<file path="src/include/permPipe_cfg.svh">
`ifndef PERMPIPE_CFG_SVH
`define PERMPIPE_CFG_SVH

// Truth table over four variables
// one bit per input combination
`define TABLE_WIDTH 16

// Variable 0 fixed, variables 1..3 permuted
// 3! orderings per accepted bot
`define NUM_PERMS 6

// Output FIFO holds 2**4 results
`define FIFO_DEPTH_LOG2 4

// Drain stops grabbing at this fill level
// Leaves some slack below the real depth
`define FIFO_ROOM_LIMIT 12

`endif

</file>
<file path="src/logic/permPipePkg.sv">
`include "permPipe_cfg.svh"

package permPipePkg;

    // Sum of up to NUM_PERMS table values, read unsigned
    // 6 * 65535 needs 19 bits
    localparam int SumWidth = `TABLE_WIDTH + $clog2(`NUM_PERMS);

    // Count runs 0..NUM_PERMS
    localparam int CountWidth = $clog2(`NUM_PERMS + 1);

    // One permuted bot on its way to the accumulator
    typedef struct packed {
        // Permuted truth table
        logic [`TABLE_WIDTH-1:0] bot;
        // Top captured along with the batch
        logic [`TABLE_WIDTH-1:0] top;
        // Sixth permutation of the batch
        logic last;
        logic valid;
    } permBotT;

    // Finished batch result
    typedef struct packed {
        // Sum of the subset permutations
        logic [SumWidth-1:0] sum;
        // How many permutations passed the subset test
        logic [CountWidth-1:0] count;
    } resultT;

endpackage

</file>
<file path="src/logic/permutationGenerator.sv">
`timescale 1ns/1ps

`include "permPipe_cfg.svh"

module permutationGenerator (
    input  logic                     clk,
    input  logic                     rstN,
    input  logic [`TABLE_WIDTH-1:0]  bot,
    input  logic [`TABLE_WIDTH-1:0]  top,
    input  logic                     writeBot,
    input  logic                     slowDown,
    output logic                     readyForInputBot,
    output permPipePkg::permBotT     permBot
);

    localparam int IdxW = $clog2(`NUM_PERMS);
    localparam logic [IdxW-1:0] LastIdx = IdxW'(`NUM_PERMS - 1);

    // Batch in progress
    logic active;
    logic [IdxW-1:0] idx;
    logic [`TABLE_WIDTH-1:0] storedBot;
    logic [`TABLE_WIDTH-1:0] storedTop;

    // Registered output fields
    logic outValid;
    logic outLast;
    logic [`TABLE_WIDTH-1:0] outBot;
    logic [`TABLE_WIDTH-1:0] outTop;

    logic accept;
    logic advance;

    // Moves the variables of a 4-input truth table
    // k selects the images of variables 1,2,3 in lexicographic order
    function automatic logic [`TABLE_WIDTH-1:0] permuteTable(
        input logic [`TABLE_WIDTH-1:0] srcTable,
        input logic [IdxW-1:0]         k
    );
        logic [5:0] images;
        logic [3:0] dstIdx;
        logic [3:0] srcIdx;
        logic [`TABLE_WIDTH-1:0] permuted;
        // Images packed as {var1, var2, var3}
        case (k)
            3'd1:    images = {2'd1, 2'd3, 2'd2};
            3'd2:    images = {2'd2, 2'd1, 2'd3};
            3'd3:    images = {2'd2, 2'd3, 2'd1};
            3'd4:    images = {2'd3, 2'd1, 2'd2};
            3'd5:    images = {2'd3, 2'd2, 2'd1};
            default: images = {2'd1, 2'd2, 2'd3};
        endcase
        for (int j = 0; j < `TABLE_WIDTH; j++) begin
            dstIdx = 4'(j);
            srcIdx = '0;
            // Variable 0 stays put
            srcIdx[0] = dstIdx[0];
            // Bit m of j lands at position image(m)
            srcIdx[images[5:4]] = dstIdx[1];
            srcIdx[images[3:2]] = dstIdx[2];
            srcIdx[images[1:0]] = dstIdx[3];
            permuted[j] = srcTable[srcIdx];
        end
        return permuted;
    endfunction

    // Ready while no batch is running
    assign readyForInputBot = ~active;
    assign accept = writeBot & readyForInputBot;
    // Hold position while the accumulator has an ungrabbed result
    assign advance = active & ~slowDown;

    always_ff @(posedge clk or negedge rstN) begin
        if (!rstN) begin
            active   <= 1'b0;
            idx      <= '0;
            outValid <= 1'b0;
            outLast  <= 1'b0;
        end else begin
            outValid <= 1'b0;
            outLast  <= 1'b0;
            if (accept) begin
                active <= 1'b1;
                idx    <= '0;
            end else if (advance) begin
                outValid <= 1'b1;
                outLast  <= (idx == LastIdx);
                if (idx == LastIdx) begin
                    // Sixth one out, ready again next cycle
                    active <= 1'b0;
                    idx    <= '0;
                end else begin
                    idx <= idx + 1'b1;
                end
            end
        end
    end

    // Batch data and output payload
    always_ff @(posedge clk) begin
        if (accept) begin
            storedBot <= bot;
            storedTop <= top;
        end
        if (advance) begin
            outBot <= permuteTable(storedBot, idx);
            outTop <= storedTop;
        end
    end

    assign permBot = '{bot: outBot, top: outTop, last: outLast, valid: outValid};

    // Outside must respect ready
    writeOnlyWhenReady: assert property (
        @(posedge clk) disable iff (!rstN) writeBot |-> readyForInputBot
    ) else $error("writeBot while readyForInputBot low");

endmodule

</file>
<file path="src/logic/permutationAccumulator.sv">
`timescale 1ns/1ps

`include "permPipe_cfg.svh"

module permutationAccumulator (
    input  logic                  clk,
    input  logic                  rstN,
    input  permPipePkg::permBotT  permBot,
    input  logic                  grab,
    output logic                  slowDown,
    output logic                  resultAvailable,
    output permPipePkg::resultT   result
);

    localparam int SumW = permPipePkg::SumWidth;
    localparam int CountW = permPipePkg::CountWidth;

    // Stage 1 registers
    logic s1Valid;
    logic s1Last;
    logic s1Subset;
    logic [`TABLE_WIDTH-1:0] s1Value;

    // Stage 2 running values for the current batch
    logic [SumW-1:0] runSum;
    logic [CountW-1:0] runCount;
    logic [SumW-1:0] sumNext;
    logic [CountW-1:0] countNext;

    // Batch finishing at this edge
    logic finish;

    // Finished batch waiting for the drain
    permPipePkg::resultT heldResult;

    // Stage 1 control
    always_ff @(posedge clk or negedge rstN) begin
        if (!rstN) begin
            s1Valid <= 1'b0;
            s1Last  <= 1'b0;
        end else begin
            s1Valid <= permBot.valid;
            s1Last  <= permBot.valid & permBot.last;
        end
    end

    // Stage 1 data
    // subset means no bit set where top is clear
    always_ff @(posedge clk) begin
        s1Subset <= ((permBot.bot & ~permBot.top) == '0);
        s1Value  <= permBot.bot;
    end

    // Add only what passed the subset test
    assign sumNext = s1Subset ? runSum + SumW'(s1Value) : runSum;
    assign countNext = s1Subset ? runCount + 1'b1 : runCount;
    assign finish = s1Valid & s1Last;

    // Stage 2 control and running values
    always_ff @(posedge clk or negedge rstN) begin
        if (!rstN) begin
            runSum          <= '0;
            runCount        <= '0;
            resultAvailable <= 1'b0;
        end else begin
            if (s1Valid) begin
                if (s1Last) begin
                    // Batch done, start the next one from zero
                    runSum   <= '0;
                    runCount <= '0;
                end else begin
                    runSum   <= sumNext;
                    runCount <= countNext;
                end
            end
            // Grab clears the flag on the following cycle
            if (grab) begin
                resultAvailable <= 1'b0;
            end
            if (finish) begin
                resultAvailable <= 1'b1;
            end
        end
    end

    // Held result payload
    always_ff @(posedge clk) begin
        if (finish) begin
            heldResult <= '{sum: sumNext, count: countNext};
        end
    end

    assign result = heldResult;

    // Pause the generator until the drain takes the result
    assign slowDown = resultAvailable;

    // The pause must keep the next batch from finishing over an ungrabbed result
    noOverwrite: assert property (
        @(posedge clk) disable iff (!rstN) (finish && resultAvailable) |-> grab
    ) else $error("finished batch overwrote an ungrabbed result");

    // Drain only grabs a result that is there
    grabNeedsResult: assert property (
        @(posedge clk) disable iff (!rstN) grab |-> resultAvailable
    ) else $error("grab without resultAvailable");

endmodule

</file>
<file path="src/logic/resultDrain.sv">
`timescale 1ns/1ps

`include "permPipe_cfg.svh"

module resultDrain (
    input  logic                 clk,
    input  logic                 rstN,
    input  permPipePkg::resultT  result,
    input  logic                 resultAvailable,
    input  logic                 grabResults,
    output logic                 grab,
    output logic                 resultsAvailable,
    output permPipePkg::resultT  pcoeff
);

    localparam int PtrW = `FIFO_DEPTH_LOG2;
    localparam int OccW = `FIFO_DEPTH_LOG2 + 1;
    localparam int Depth = 1 << `FIFO_DEPTH_LOG2;
    localparam logic [OccW-1:0] RoomLimit = OccW'(`FIFO_ROOM_LIMIT);
    localparam logic [OccW-1:0] DepthOcc = OccW'(Depth);

    // Circular buffer
    permPipePkg::resultT mem [Depth];
    logic [PtrW-1:0] wrPtr;
    logic [PtrW-1:0] rdPtr;
    // Entries stored from 0 to Depth
    logic [OccW-1:0] occupancy;

    logic doWrite;
    logic doRead;
    logic haveRoom;

    assign haveRoom = (occupancy < RoomLimit);

    // Grab decision
    // One cycle pulse
    // Accumulator drops its flag right after
    always_ff @(posedge clk or negedge rstN) begin
        if (!rstN) begin
            grab <= 1'b0;
        end else begin
            grab <= resultAvailable & ~grab & haveRoom;
        end
    end

    // Result is written in the same cycle grab is high
    assign doWrite = grab;
    // Reads on an empty FIFO are dropped
    assign doRead = grabResults & resultsAvailable;

    // Pointers and fill counter
    always_ff @(posedge clk or negedge rstN) begin
        if (!rstN) begin
            wrPtr     <= '0;
            rdPtr     <= '0;
            occupancy <= '0;
        end else begin
            if (doWrite) begin
                wrPtr <= wrPtr + 1'b1;
            end
            if (doRead) begin
                rdPtr <= rdPtr + 1'b1;
            end
            occupancy <= occupancy + OccW'(doWrite) - OccW'(doRead);
        end
    end

    // Storage
    always_ff @(posedge clk) begin
        if (doWrite) begin
            mem[wrPtr] <= result;
        end
    end

    // Not-empty flag follows the counter one cycle after a write
    assign resultsAvailable = (occupancy != '0);

    // Head entry shown directly
    assign pcoeff = mem[rdPtr];

    // Room limit should keep writes off a full FIFO
    noWriteWhenFull: assert property (
        @(posedge clk) disable iff (!rstN) doWrite |-> (occupancy < DepthOcc)
    ) else $error("output FIFO written while full");

    // Counter never past the depth
    occupancyInRange: assert property (
        @(posedge clk) disable iff (!rstN) occupancy <= DepthOcc
    ) else $error("output FIFO occupancy out of range");

endmodule

</file>
<file path="src/logic/fullPermutationPipeline.sv">
`timescale 1ns/1ps

`include "permPipe_cfg.svh"

module fullPermutationPipeline (
    input  logic                     clk,
    input  logic                     rstN,
    input  logic [`TABLE_WIDTH-1:0]  bot,
    input  logic [`TABLE_WIDTH-1:0]  top,
    input  logic                     writeBot,
    output logic                     readyForInputBot,
    input  logic                     grabResults,
    output logic                     resultsAvailable,
    output permPipePkg::resultT      pcoeff
);

    // Generator to accumulator
    permPipePkg::permBotT permBot;
    logic slowDown;

    // Accumulator to drain
    permPipePkg::resultT result;
    logic resultAvailable;
    logic grab;

    // Six permutations per accepted bot
    permutationGenerator permutationGenerator_inst (
        .clk              (clk),
        .rstN             (rstN),
        .bot              (bot),
        .top              (top),
        .writeBot         (writeBot),
        .slowDown         (slowDown),
        .readyForInputBot (readyForInputBot),
        .permBot          (permBot)
    );

    // Subset test and sum per batch
    permutationAccumulator permutationAccumulator_inst (
        .clk             (clk),
        .rstN            (rstN),
        .permBot         (permBot),
        .grab            (grab),
        .slowDown        (slowDown),
        .resultAvailable (resultAvailable),
        .result          (result)
    );

    // Output FIFO and grab logic
    resultDrain resultDrain_inst (
        .clk              (clk),
        .rstN             (rstN),
        .result           (result),
        .resultAvailable  (resultAvailable),
        .grabResults      (grabResults),
        .grab             (grab),
        .resultsAvailable (resultsAvailable),
        .pcoeff           (pcoeff)
    );

endmodule

</file>
<file path="config.mk">
export PLATFORM = sky130hd
export DESIGN_NAME = fullPermutationPipeline
export DESIGN_NICKNAME = d
export VERILOG_FILES = /design/src/logic/permPipePkg.sv /design/src/logic/permutationGenerator.sv /design/src/logic/permutationAccumulator.sv /design/src/logic/resultDrain.sv /design/src/logic/fullPermutationPipeline.sv
export VERILOG_INCLUDE_DIRS = /design/src /design/src/include
export SDC_FILE = /design/constraint.sdc
export NUM_CORES = 1
export LEC_CHECK = 0
export BUFFER_PORTS_ARGS = -buffer_cell sky130_fd_sc_hd__buf_2
export CAP_MARGIN = 40
export CORE_MARGIN = 10
export CORE_UTILIZATION = 29
export CTS_CLUSTER_SIZE = 30
export DETAILED_ROUTE_END_ITERATION = 6
export GPL_ROUTABILITY_DRIVEN = 0
export PLACE_DENSITY_LB_ADDON = 0.15
export REMOVE_ABC_BUFFERS = 1
export SLEW_MARGIN = 5
export SYNTH_ARGS = -nofsm -noshare
export SYNTH_HDL_FRONTEND = slang
export SYNTH_SLANG_ARGS = --single-unit
</file>
<file path="constraint.sdc">
create_clock -name clk -period 7.92 [get_ports clk]
set_input_delay 0.396 -clock clk [delete_from_list [all_inputs] [get_ports clk]]
set_output_delay 0.396 -clock clk [all_outputs]
set_load 0.03 [all_outputs]
</file>
==> metrics, run 1 <==
average size of a mapped cell about 18 um^2; WL/cell about 22 um; CTS H-tree depth 2; Largest stage delay, worst path roughly 0.75 ns; die area 83010 um^2; Total GRT Usage around 12%; DP HPWL just over 30000 um; crit path capture type flip-flop; setup total negative slack 0 ns; Layout Utilization roughly a third; Top FF cell, synth edfxtp_1; Unique masters post-synth between 70 and 80; Syn-to-layout area delta 17.93%; Slew @ Worst Pin 0.8882 ns; critical path peak fanout 18; Inserted Clock Buffers 54; YS warnings 0; Reg clk slew, reported paths about 0.06 ns; total number of vias between 10000 and 15000; global-route wire length before repair about 76000 um; RSZ-0062 raised after global routing no; CP Class flip-flop to flip-flop; vias in the first global route 11440; Crit path required time slightly above 8 ns; Routed Antenna Nets 0; fraction of layout cells with a size suffix above 1 between 20% and 30%; Die X-Extent ~290 um; Leakage Power about 8.5 nW; Max-Cap Viols 0; Peak Freq between 0.2 and 0.3 GHz; synth top area cells edfxtp_1 (63%), mux4_2 (13%), dfrtp_1 (5.4%); io pins 60; top cell type's share of synthesized area roughly 63%; Rows between 90 and 100; skew final 0.04505 ns; worst reg-to-reg setup slack between 4 and 5 ns; peak supply drop around 0.00019 V; Post-Syn Instances ~1200; total core area between 70000 and 80000 um^2; register area share after synthesis 70.12%; initial antenna violation count 0; GR Overflow Total 0; # clock sinks 500; CP Data Arrival Time just over 4 ns; status completed; pwr dens 373.8 nW/um^2; drt initial violations about 880; Mapped Area 20850 um^2; slowest stage cell, crit path ha_1; Ant. Diodes 0; synthesis-stage register bit count 500; Die Height a little under 300 um; Async SR Flop Fraction under 10%; WL final between 50000 and 60000 um; clk_lat worst skew approximately 0.62 ns; Final Hold Fails 0; fin nets around 1300; crit path time final between 3 and 4 ns; Buf/Inv on CP 2; largest net degree at the start of global routing between 40 and 50; ordered list of cells on the worst path inv_1 -> ha_1 -> clkinv_1 -> a31oi_1 -> o21a_1 -> and2_1 -> mux2i_1 -> nor2_1 -> mux2_2; CTS tree yes; period utilisation layout about half; fill count 6752; setup violators final 0; slew margin rel. between 40% and 50%; DRC viols 0; max-slew violations 0; clock tree buffer depth 3; Starting Density between 20% and 30%; CP top delay family compound AO/OA/AOI/OAI gates; dominant cell type by area after synthesis edfxtp_1; Worst setup SP type flip-flop; port buffer count about 60; number of detailed-route iterations in the first pass 5; EDFF count, synth around 440; Setup Fix Bufs, Post-CTS 0; root buffer cell clkbuf_16; DR vias/cell between 4 and 5; Hold Path Class primary input to flip-flop
## worst paths after layout
kind	from	end	depth (start not counted)
setup / recovery	permutationGenerator_inst.idx[2]$_DFFE_PN0P_	permutationGenerator_inst.outBot[14]$_DFFE_PP_	9
hold / removal	grabResults	resultDrain_inst.rdPtr[0]$_DFFE_PN0P_	3
setup reg to reg	permutationGenerator_inst.idx[2]$_DFFE_PN0P_	permutationGenerator_inst.outBot[14]$_DFFE_PP_	9
hold reg to reg	permutationGenerator_inst.outBot[6]$_DFFE_PP_	permutationAccumulator_inst.s1Value[6]$_DFF_P_	0
max in group asynchronous	rstN	resultDrain_inst.rdPtr[0]$_DFFE_PN0P_	3
min in group asynchronous	rstN	resultDrain_inst.occupancy[2]$_DFF_PN0_	3
## synth_stat cells (5+ instances only)
library cell	number
edfxtp_1	438
mux4_2	117
nor2_1	50
dfrtp_1	45
nand2_1	43
mux2i_1	40
inv_1	38
o21ai_0	34
ha_1	33
clkbuf_1	32
a21oi_1	28
mux2_2	23
a22o_1	18
xnor2_1	18
dfxtp_1	17
nand2b_1	14
a21o_1	13
buf_1	11
buf_2	10
xor2_1	10
and2_1	9
o22ai_1	9
a211oi_1	7
a31oi_1	6
and3_1	6
nand3_1	6
nand4_1	5
nor3_1	5
## layout make-up
cell class	count	area [um^2]	area share (%)
Sequential cell	500	14630	59.50
Multi-Input combinational cell	554	5923	24.09
Clock buffer	67	1421	5.781
Tap cell	950	1189	4.835
Timing Repair Buffer	122	983.4	4.000
Clock inverter	33	295.3	1.201
Inverter	39	146.4	0.5954
## cells in the final DEF, fill, tap and decap left out, types with 21 or more instances in the layout
| cell | n |
|---|---|
| a21oi_1 | 28 |
| buf_2 | 59 |
| buf_4 | 21 |
| clkbuf_16 | 55 |
| dfrtp_1 | 42 |
| dlygate4sd3_1 | 34 |
| edfxtp_1 | 438 |
| ha_1 | 33 |
| inv_1 | 38 |
| mux2_2 | 23 |
| mux2i_1 | 40 |
| mux4_2 | 117 |
| nand2_1 | 43 |
| nor2_1 | 38 |
| o21ai_0 | 33 |
## cells by family after synthesis
family / count (synthesis) / share of synthesized area [%]
XOR/XNOR: 28 / 1.176
flip-flops: 500 / 70.12
AND/OR/NAND/NOR: 159 / 3.775
adder cells (fa/ha/maj): 35 / 2.173
AO/OA/AOI/OAI: 152 / 4.921
buffers and inverters: 99 / 2.029
multiplexers: 180 / 15.80
## routing by layer
metal  global-route usage, %  share of wire (%)
met3                   1.987                4.1
met2                   21.21                 51
met4                   4.076                2.9
met5                       0                  0
met1                   15.47                 42
## through the flow
stage                     setup slack, ns  hold WS, ns  area [um^2]  std cells  power (W)
after floorplan                     2.781       0.1004        20570       1093   0.005934
after global placement              4.070       0.3588        22330       2122   0.006800
after detailed placement            4.264       0.3582        22530       2131   0.006877
after CTS                           4.166       0.2574        24590       2265   0.009384
after global routing                3.892       0.3001        24590       2265   0.009752
final                               4.110       0.2802        24590       2265   0.009191
## worst min-delay path: stages
cell	delay, ns
buf_2	0.07
and2_1	0.28
xor2_1	0.11
## where the power goes
part	switching, W	internal (W)	leakage (nW)
combinational	0.00177	0.00140	2.93
sequential	0.000326	0.00326	4.70
clock	0.00104	0.00141	0.833
## flip-flops by register name, indices dropped and copies added, names as in the netlist, 3 cells and up
| name | cells |
|---|---|
| resultDrain_inst.occupancy | 5 |
| permutationAccumulator_inst.result | 22 |
| permutationAccumulator_inst.runSum | 19 |
| resultDrain_inst.wrPtr | 4 |
| permutationGenerator_inst.storedBot | 16 |
| permutationGenerator_inst.idx | 3 |
| resultDrain_inst.mem | 352 |
| permutationAccumulator_inst.s1Value | 16 |
| permutationGenerator_inst.outTop | 16 |
| permutationGenerator_inst.storedTop | 16 |
| permutationAccumulator_inst.runCount | 3 |
| permutationGenerator_inst.outBot | 16 |
| resultDrain_inst.rdPtr | 4 |
## repair_timing
item                                   4_1_cts  5_1_grt
gates resized for setup                      0        0
hold buffers                                34        0
endpoints found under the hold margin       78        0
setup endpoints to repair                    0        0
No activity file was read; power rests on OpenSTA's default activity.
==> inputs of run 2 (changes only) <==
--- a/config.mk
+++ b/config.mk
@@ -6,6 +6,7 @@
 export SDC_FILE = /design/constraint.sdc
 export NUM_CORES = 1
 export LEC_CHECK = 0
+export ABC_AREA = 1
 export BUFFER_PORTS_ARGS = -buffer_cell sky130_fd_sc_hd__buf_2
 export CAP_MARGIN = 40
 export CORE_MARGIN = 10
==> constraint.sdc (replaced) <==
create_clock -name clk -period 4 [get_ports clk]
set_input_delay 0.2 -clock clk [delete_from_list [all_inputs] [get_ports clk]]
set_output_delay 0.2 -clock clk [all_outputs]
set_load 0.03 [all_outputs]
==> run 2 against run 1 <==
Compared with the run above:
- final cell count up 32%
- register-to-register slack worse by 3.1 ns
- clock power up 110%
- non-clock buffer count up 13
- die area up 3.1%
- largest cell class unchanged
==> metrics, run 2 <==
status completed; CTS H-tree depth 2; Ant. Diodes 0; Syn-to-layout area delta 18.14%; initial antenna violation count 0; Post-Syn Instances 1884; fin nets 2052; final setup margin roughly 0.74 ns; vias in the first global route 14860; Reg clk slew, reported paths roughly 0.06 ns; Peak Freq about 0.31 GHz; Max-Cap Viols 0; CP Data Arrival Time 3.06 ns; Place WS 1.075 ns; die area 85580 um^2; max-slew violations 0; drt initial violations around 1300; port buffer count 59; Unique masters post-synth 42; Inserted Clock Buffers 55; average size of a mapped cell about 11 um^2; register area share after synthesis about two thirds; Largest Register resultDrain_inst.mem; fraction of layout cells with a size suffix above 1 11.57%; crit path time final around 3.3 ns; Final Hold Fails 0; clk_lat worst skew 0.63 ns; logic gate share of total power 40.0%; Sw Ratio about 41%; Clock Power Share 24.8%; DRC viols 0; slew margin rel. 38.56%; worst r2r src permutationGenerator_inst.idx[2]$_DFFE_PN0P_; top cell type's share of synthesized area between 60% and 70%; worst reg-to-reg setup slack between 1 and 1.5 ns; Routed Antenna Nets 0; number of detailed-route iterations in the first pass 5; root buffer cell clkbuf_16; DP HPWL around 37000 um; crit path capture type output pin; RSZ-0062 raised after global routing no; io pins 60; period utilisation layout 81.38%; Mapped Area 21540 um^2; Leakage Power between 9 and 10 nW; Top FF cell, synth edfxtp_1; Sequential Power Share about a third; sw power 0.008369 W; Crit path required time ~3.8 ns; pwr dens a little under 800 nW/um^2; critical path peak fanout 66; Die X-Extent 292.5 um; synthesis-stage register bit count 500; Reg2Reg Depth 11; Setup Fix Bufs, Post-CTS 0; WL/cell roughly 20 um; YS warnings 0; CP Class flip-flop to output pin; Hold Path Class primary input to async pin; setup violators final 0; dominant cell type by area after synthesis edfxtp_1; top-count cell post-synth edfxtp_1; peak supply drop around 0.00041 V; total number of vias 14720; EDFF count, synth 438; largest net degree at the start of global routing 115; Async SR Flop Fraction ~9.0%; DR vias/cell 4.937; most frequent cells in the layout edfxtp_1 (438), nand2_1 (259), o21ai_0 (236); GR Overflow Total 0; commonest non-fill, non-tap cell in the layout edfxtp_1; clock tree buffer depth 3; CTS tree yes; Die Height between 200 and 300 um; WL final 61220 um; synth top area cells edfxtp_1 (61%), o21ai_0 (5.5%), dfrtp_1 (5.2%); synth cell count leaders edfxtp_1 (438), nand2_1 (259), o21ai_0 (236); Rows 99; setup total negative slack 0 ns; # clock sinks 500; Pint 0.01183 W; Starting Density 29.37%; total core area between 70000 and 80000 um^2; max FFs per register roughly 350; Slew @ Worst Pin 0.9216 ns; skew final a little over 0.05 ns; Worst setup SP type flip-flop; global-route wire length before repair slightly above 90000 um; Total GRT Usage 14.02%; r2r endpoint permutationGenerator_inst.outBot[10]$_DFFE_PP_
run 2: cell count changes after synthesis, moves of 40 or more:
cell / previous run / this run
o21ai_0: 34 / 236
o221ai_1: 0 / 71
inv_1: 38 / 114
nor2_1: 50 / 227
clkbuf_1: 32 / 77
nand3_1: 6 / 168
mux2i_1: 40 / 0
mux4_2: 117 / 0
nand2_1: 43 / 259
run 2: area by class of cell:
type	count	area, um^2
fillers	7235	47880
flip-flops and latches	500	14630
multi-input cells	1161	6173
clock buffers	63	1426
well taps	959	1200
repair buffers	135	1179
inverters	128	483.0
clock inverters	36	361.6
run 2: worst max path at each step:
stage	end	startpoint	cells past startpoint
2_1_floorplan	pcoeff[10]	resultDrain_inst.rdPtr[0]$_DFFE_PN0P_	5
3_3_place_gp	permutationGenerator_inst.outBot[10]$_DFFE_PP_	permutationGenerator_inst.idx[2]$_DFFE_PN0P_	11
3_5_place_dp	permutationGenerator_inst.outBot[10]$_DFFE_PP_	permutationGenerator_inst.idx[2]$_DFFE_PN0P_	11
4_1_cts	pcoeff[20]	resultDrain_inst.rdPtr[0]$_DFFE_PN0P_	7
5_1_grt	pcoeff[20]	resultDrain_inst.rdPtr[0]$_DFFE_PN0P_	7
6_report	pcoeff[20]	resultDrain_inst.rdPtr[0]$_DFFE_PN0P_	7
run 2: what timing repair did:
item	4_1_cts	5_1_grt
hold buffers	35	0
gates resized for setup	0	0
endpoints found under the hold margin	79	0
run 2: stage by stage:
step / std cells / util [%] / power (W) / hold slack [ns] / area [um^2]
3_3_place_gp: 2836 / 31.41 / 0.01517 / 0.3563 / 23030
4_1_cts: 2982 / 34.70 / 0.02046 / 0.2556 / 25450
2_1_floorplan: 1789 / - / 0.01250 / -0.09559 / 21150
5_1_grt: 2982 / 34.70 / 0.02164 / 0.2818 / 25450
3_5_place_dp: 2848 / 31.79 / 0.01534 / 0.3569 / 23310
6_report: 2982 / 34.70 / 0.02020 / 0.2561 / 25450
run 2: critical path, stage by stage (launching register included):
cell      delay (ns)
dfrtp_4         0.72
inv_4           0.38
buf_4           0.47
o21ai_0         0.14
o221ai_1        0.21
nand3_1         0.12
nand2_1         0.15
buf_2           0.22
run 2: logic make-up (layout without fill, tap and decap cells):
kind of cell | after synthesis | after routing | synth area share (%)
DFF | 500 | 500 | 67.87
xor gates and xnor gates | 18 | 18 | 0.7319
adders and majority gates | 35 | 35 | 2.103
buffers and inverters | 223 | 362 | 4.054
and+or+nand+nor | 699 | 699 | 13.81
AOI/OAI and AO/OA | 409 | 409 | 11.43
run 2: metal layers:
| metal | up-vias | GRT usage (%) | routed length, um |
|---|---|---|---|
| met4 | 0 | 4.602 | 1694 |
| met1 | 7274 | 18.19 | 27730 |
| li1 | 6997 | - | - |
| met2 | 344 | 23.69 | 29330 |
| met5 | - | 0 | 0 |
| met3 | 108 | 2.148 | 2465 |
run 2: power groups by stage:
stage	logic [W]	clock network (W)	registers, W
2_1_floorplan	0.00539	0	0.00710
3_3_place_gp	0.00796	0	0.00721
3_5_place_dp	0.00811	0	0.00723
4_1_cts	0.00817	0.00517	0.00712
5_1_grt	0.00907	0.00537	0.00719
6_report	0.00807	0.00502	0.00711
==> inputs of run 3 (changes only) <==
==> constraint.sdc (replaced) <==
create_clock -name clk -period 3.05 [get_ports clk]
set_input_delay 0.1525 -clock clk [delete_from_list [all_inputs] [get_ports clk]]
set_output_delay 0.1525 -clock clk [all_outputs]
set_load 0.03 [all_outputs]
==> run 3 against run 2 <==
Compared with the run above:
- die area did not move
- flip-flop and latch count did not move
- largest cell class unchanged
- clock power rose by 37%
- critical endpoint is now pcoeff[3]
==> metrics, run 3 (synthesized netlist as in run 2, its figures left out) <==
Slew @ Worst Pin a little under 0.7 ns; die area 85580 um^2; commonest non-fill, non-tap cell in the layout edfxtp_1; Clock Power Share about a quarter; Pint ~0.016 W; clock tree buffer depth 3; Place WS around 0.28 ns; initial antenna violation count 0; number of detailed-route iterations in the first pass 5; Reg2Reg Depth 12; Crit path required time a little under 3 ns; Total GRT Usage approximately 14%; CP Class flip-flop to output pin; Post-DP Area ~23000 um^2; Hold Path Class primary input to async pin; max FFs per register around 350; Sw Ratio between 40% and 50%; global-route wire length before repair 93340 um; root buffer cell clkbuf_16; vias in the first global route 15000; area occupied by multi-input gates 6176 um^2; skew final between 0.04 and 0.05 ns; Peak Freq between 0.3 and 0.4 GHz; logic gate share of total power between 40% and 50%; most frequent cells in the layout edfxtp_1 (438), nand2_1 (258), o21ai_0 (236); Sequential Power Share 33.9%; total number of vias approximately 15000; WL final 61410 um; CTS tree yes; status completed; Reg clk slew, reported paths around 0.060 ns; crit path capture type output pin; sw power about 0.011 W; # clock sinks 500; register area about 15000 um^2; port buffer count 59; DRC viols 0; worst r2r src permutationGenerator_inst.idx[1]$_DFFE_PN0P_; final setup margin ~0.25 ns; worst reg-to-reg setup slack roughly 0.27 ns; slew margin rel. a little under three fifths; CP Data Arrival Time 2.65 ns; GR Overflow Total 0; Die Height a little under 300 um; Worst Setup EP pcoeff[3]; Routed Antenna Nets 0; clk_lat worst skew 0.64 ns; Die X-Extent just under 300 um; DP HPWL between 30000 and 40000 um; r2r endpoint permutationGenerator_inst.outBot[4]$_DFFE_PP_; period utilisation layout between 90 and 100%; io pins 60; total core area 73330 um^2; drt initial violations 1148; CTS H-tree depth 2; Starting Density between 20% and 30%; Inserted Clock Buffers between 50 and 60; Final Hold Fails 0; fraction of layout cells with a size suffix above 1 12.20%; Setup Fix Bufs, Post-CTS 0; Ant. Diodes 0; Largest Register resultDrain_inst.mem; setup violators final 0; critical path peak fanout 32; pwr dens ~1100 nW/um^2; WL/cell about 21 um; final instance area roughly 26000 um^2; max-slew violations 0; fill count 7308; Max-Cap Viols 0; DR vias/cell approximately 5; Rows approximately 100; Leakage Power ~9.3 nW; peak supply drop around 0.0005 V; Syn-to-layout area delta 18.55%; Crit. Startpoint resultDrain_inst.rdPtr[0]$_DFFE_PN0P_; Worst setup SP type flip-flop; largest net degree at the start of global routing 95; RSZ-0062 raised after global routing no; fin nets 2058; crit path time final approximately 2.8 ns
==> run 3: cell count changes in the layout (fill, tap and decap cells not counted), sizes merged <==
cell / delta
buf: +6
clkinv: +4
bufinv: +3
inv: -3
clkbuf: -1
==> run 3: stage by stage <==
step                hold WS (ns)  setup TNS, ns  total power (W)  util, %  instances
floorplan                -0.1431         -83.51          0.01639        -       1789
global placement          0.1419              0          0.02022    31.75       2853
detailed placement        0.1514              0          0.02033    31.77       2854
CTS                      0.03450              0          0.02735    34.81       2991
global route             0.07165              0          0.02895    34.82       2991
finish                   0.03575              0          0.02704    34.82       2991
==> run 3: power by group through the flow <==
stage / clock network [W] / registers, W / logic [W]
3_5_place_dp: 0 / 0.00931 / 0.0110
3_3_place_gp: 0 / 0.00931 / 0.0109
5_1_grt: 0.00735 / 0.00926 / 0.0123
4_1_cts: 0.00709 / 0.00917 / 0.0111
2_1_floorplan: 0 / 0.00931 / 0.00708
6_report: 0.00688 / 0.00916 / 0.0110
==> run 3: repair_timing <==
action                                 CTS  global route
setup endpoints to repair                0             2
hold buffers                            35             0
resized for setup                        0             2
endpoints found under the hold margin   53             0
==> run 3: area by class of cell <==
cell class / instances / share of cell area (%)
clock inverter: 40 / 1.828
tap: 959 / 4.699
timing repair buffer: 141 / 4.591
clock buffer: 62 / 5.532
multi-input combinational: 1161 / 24.19
inverter: 128 / 1.891
sequential: 500 / 57.27
==> run 3: worst min path at each step <==
stage | startpoint | end | slack [ns]
final | rstN | resultDrain_inst.wrPtr[2]$_DFFE_PN0P_ | 0.04
after floorplan | rstN | permutationAccumulator_inst.resultAvailable$_DFFE_PN0P_ | -0.14
after global routing | rstN | resultDrain_inst.wrPtr[2]$_DFFE_PN0P_ | 0.07
after CTS | rstN | resultDrain_inst.wrPtr[2]$_DFFE_PN0P_ | 0.03
after global placement | rstN | permutationGenerator_inst.idx[0]$_DFFE_PN0P_ | 0.14
after detailed placement | rstN | permutationGenerator_inst.idx[2]$_DFFE_PN0P_ | 0.15
==> run 3: critical path, stage by stage, from the launching register on <==
cell and delay [ns]:
dfrtp_4 0.62, inv_4 0.17, buf_6 0.28, o21ai_0 0.14
o221ai_1 0.26, nand3_1 0.13, nand2_1 0.18, buf_2 0.23
==> run 3: per-layer routing <==
layer  wire, um  track usage [%]
met5          0                0
met2      29880            24.30
met4       1701            4.640
met1      27200            17.92
met3       2633            2.005
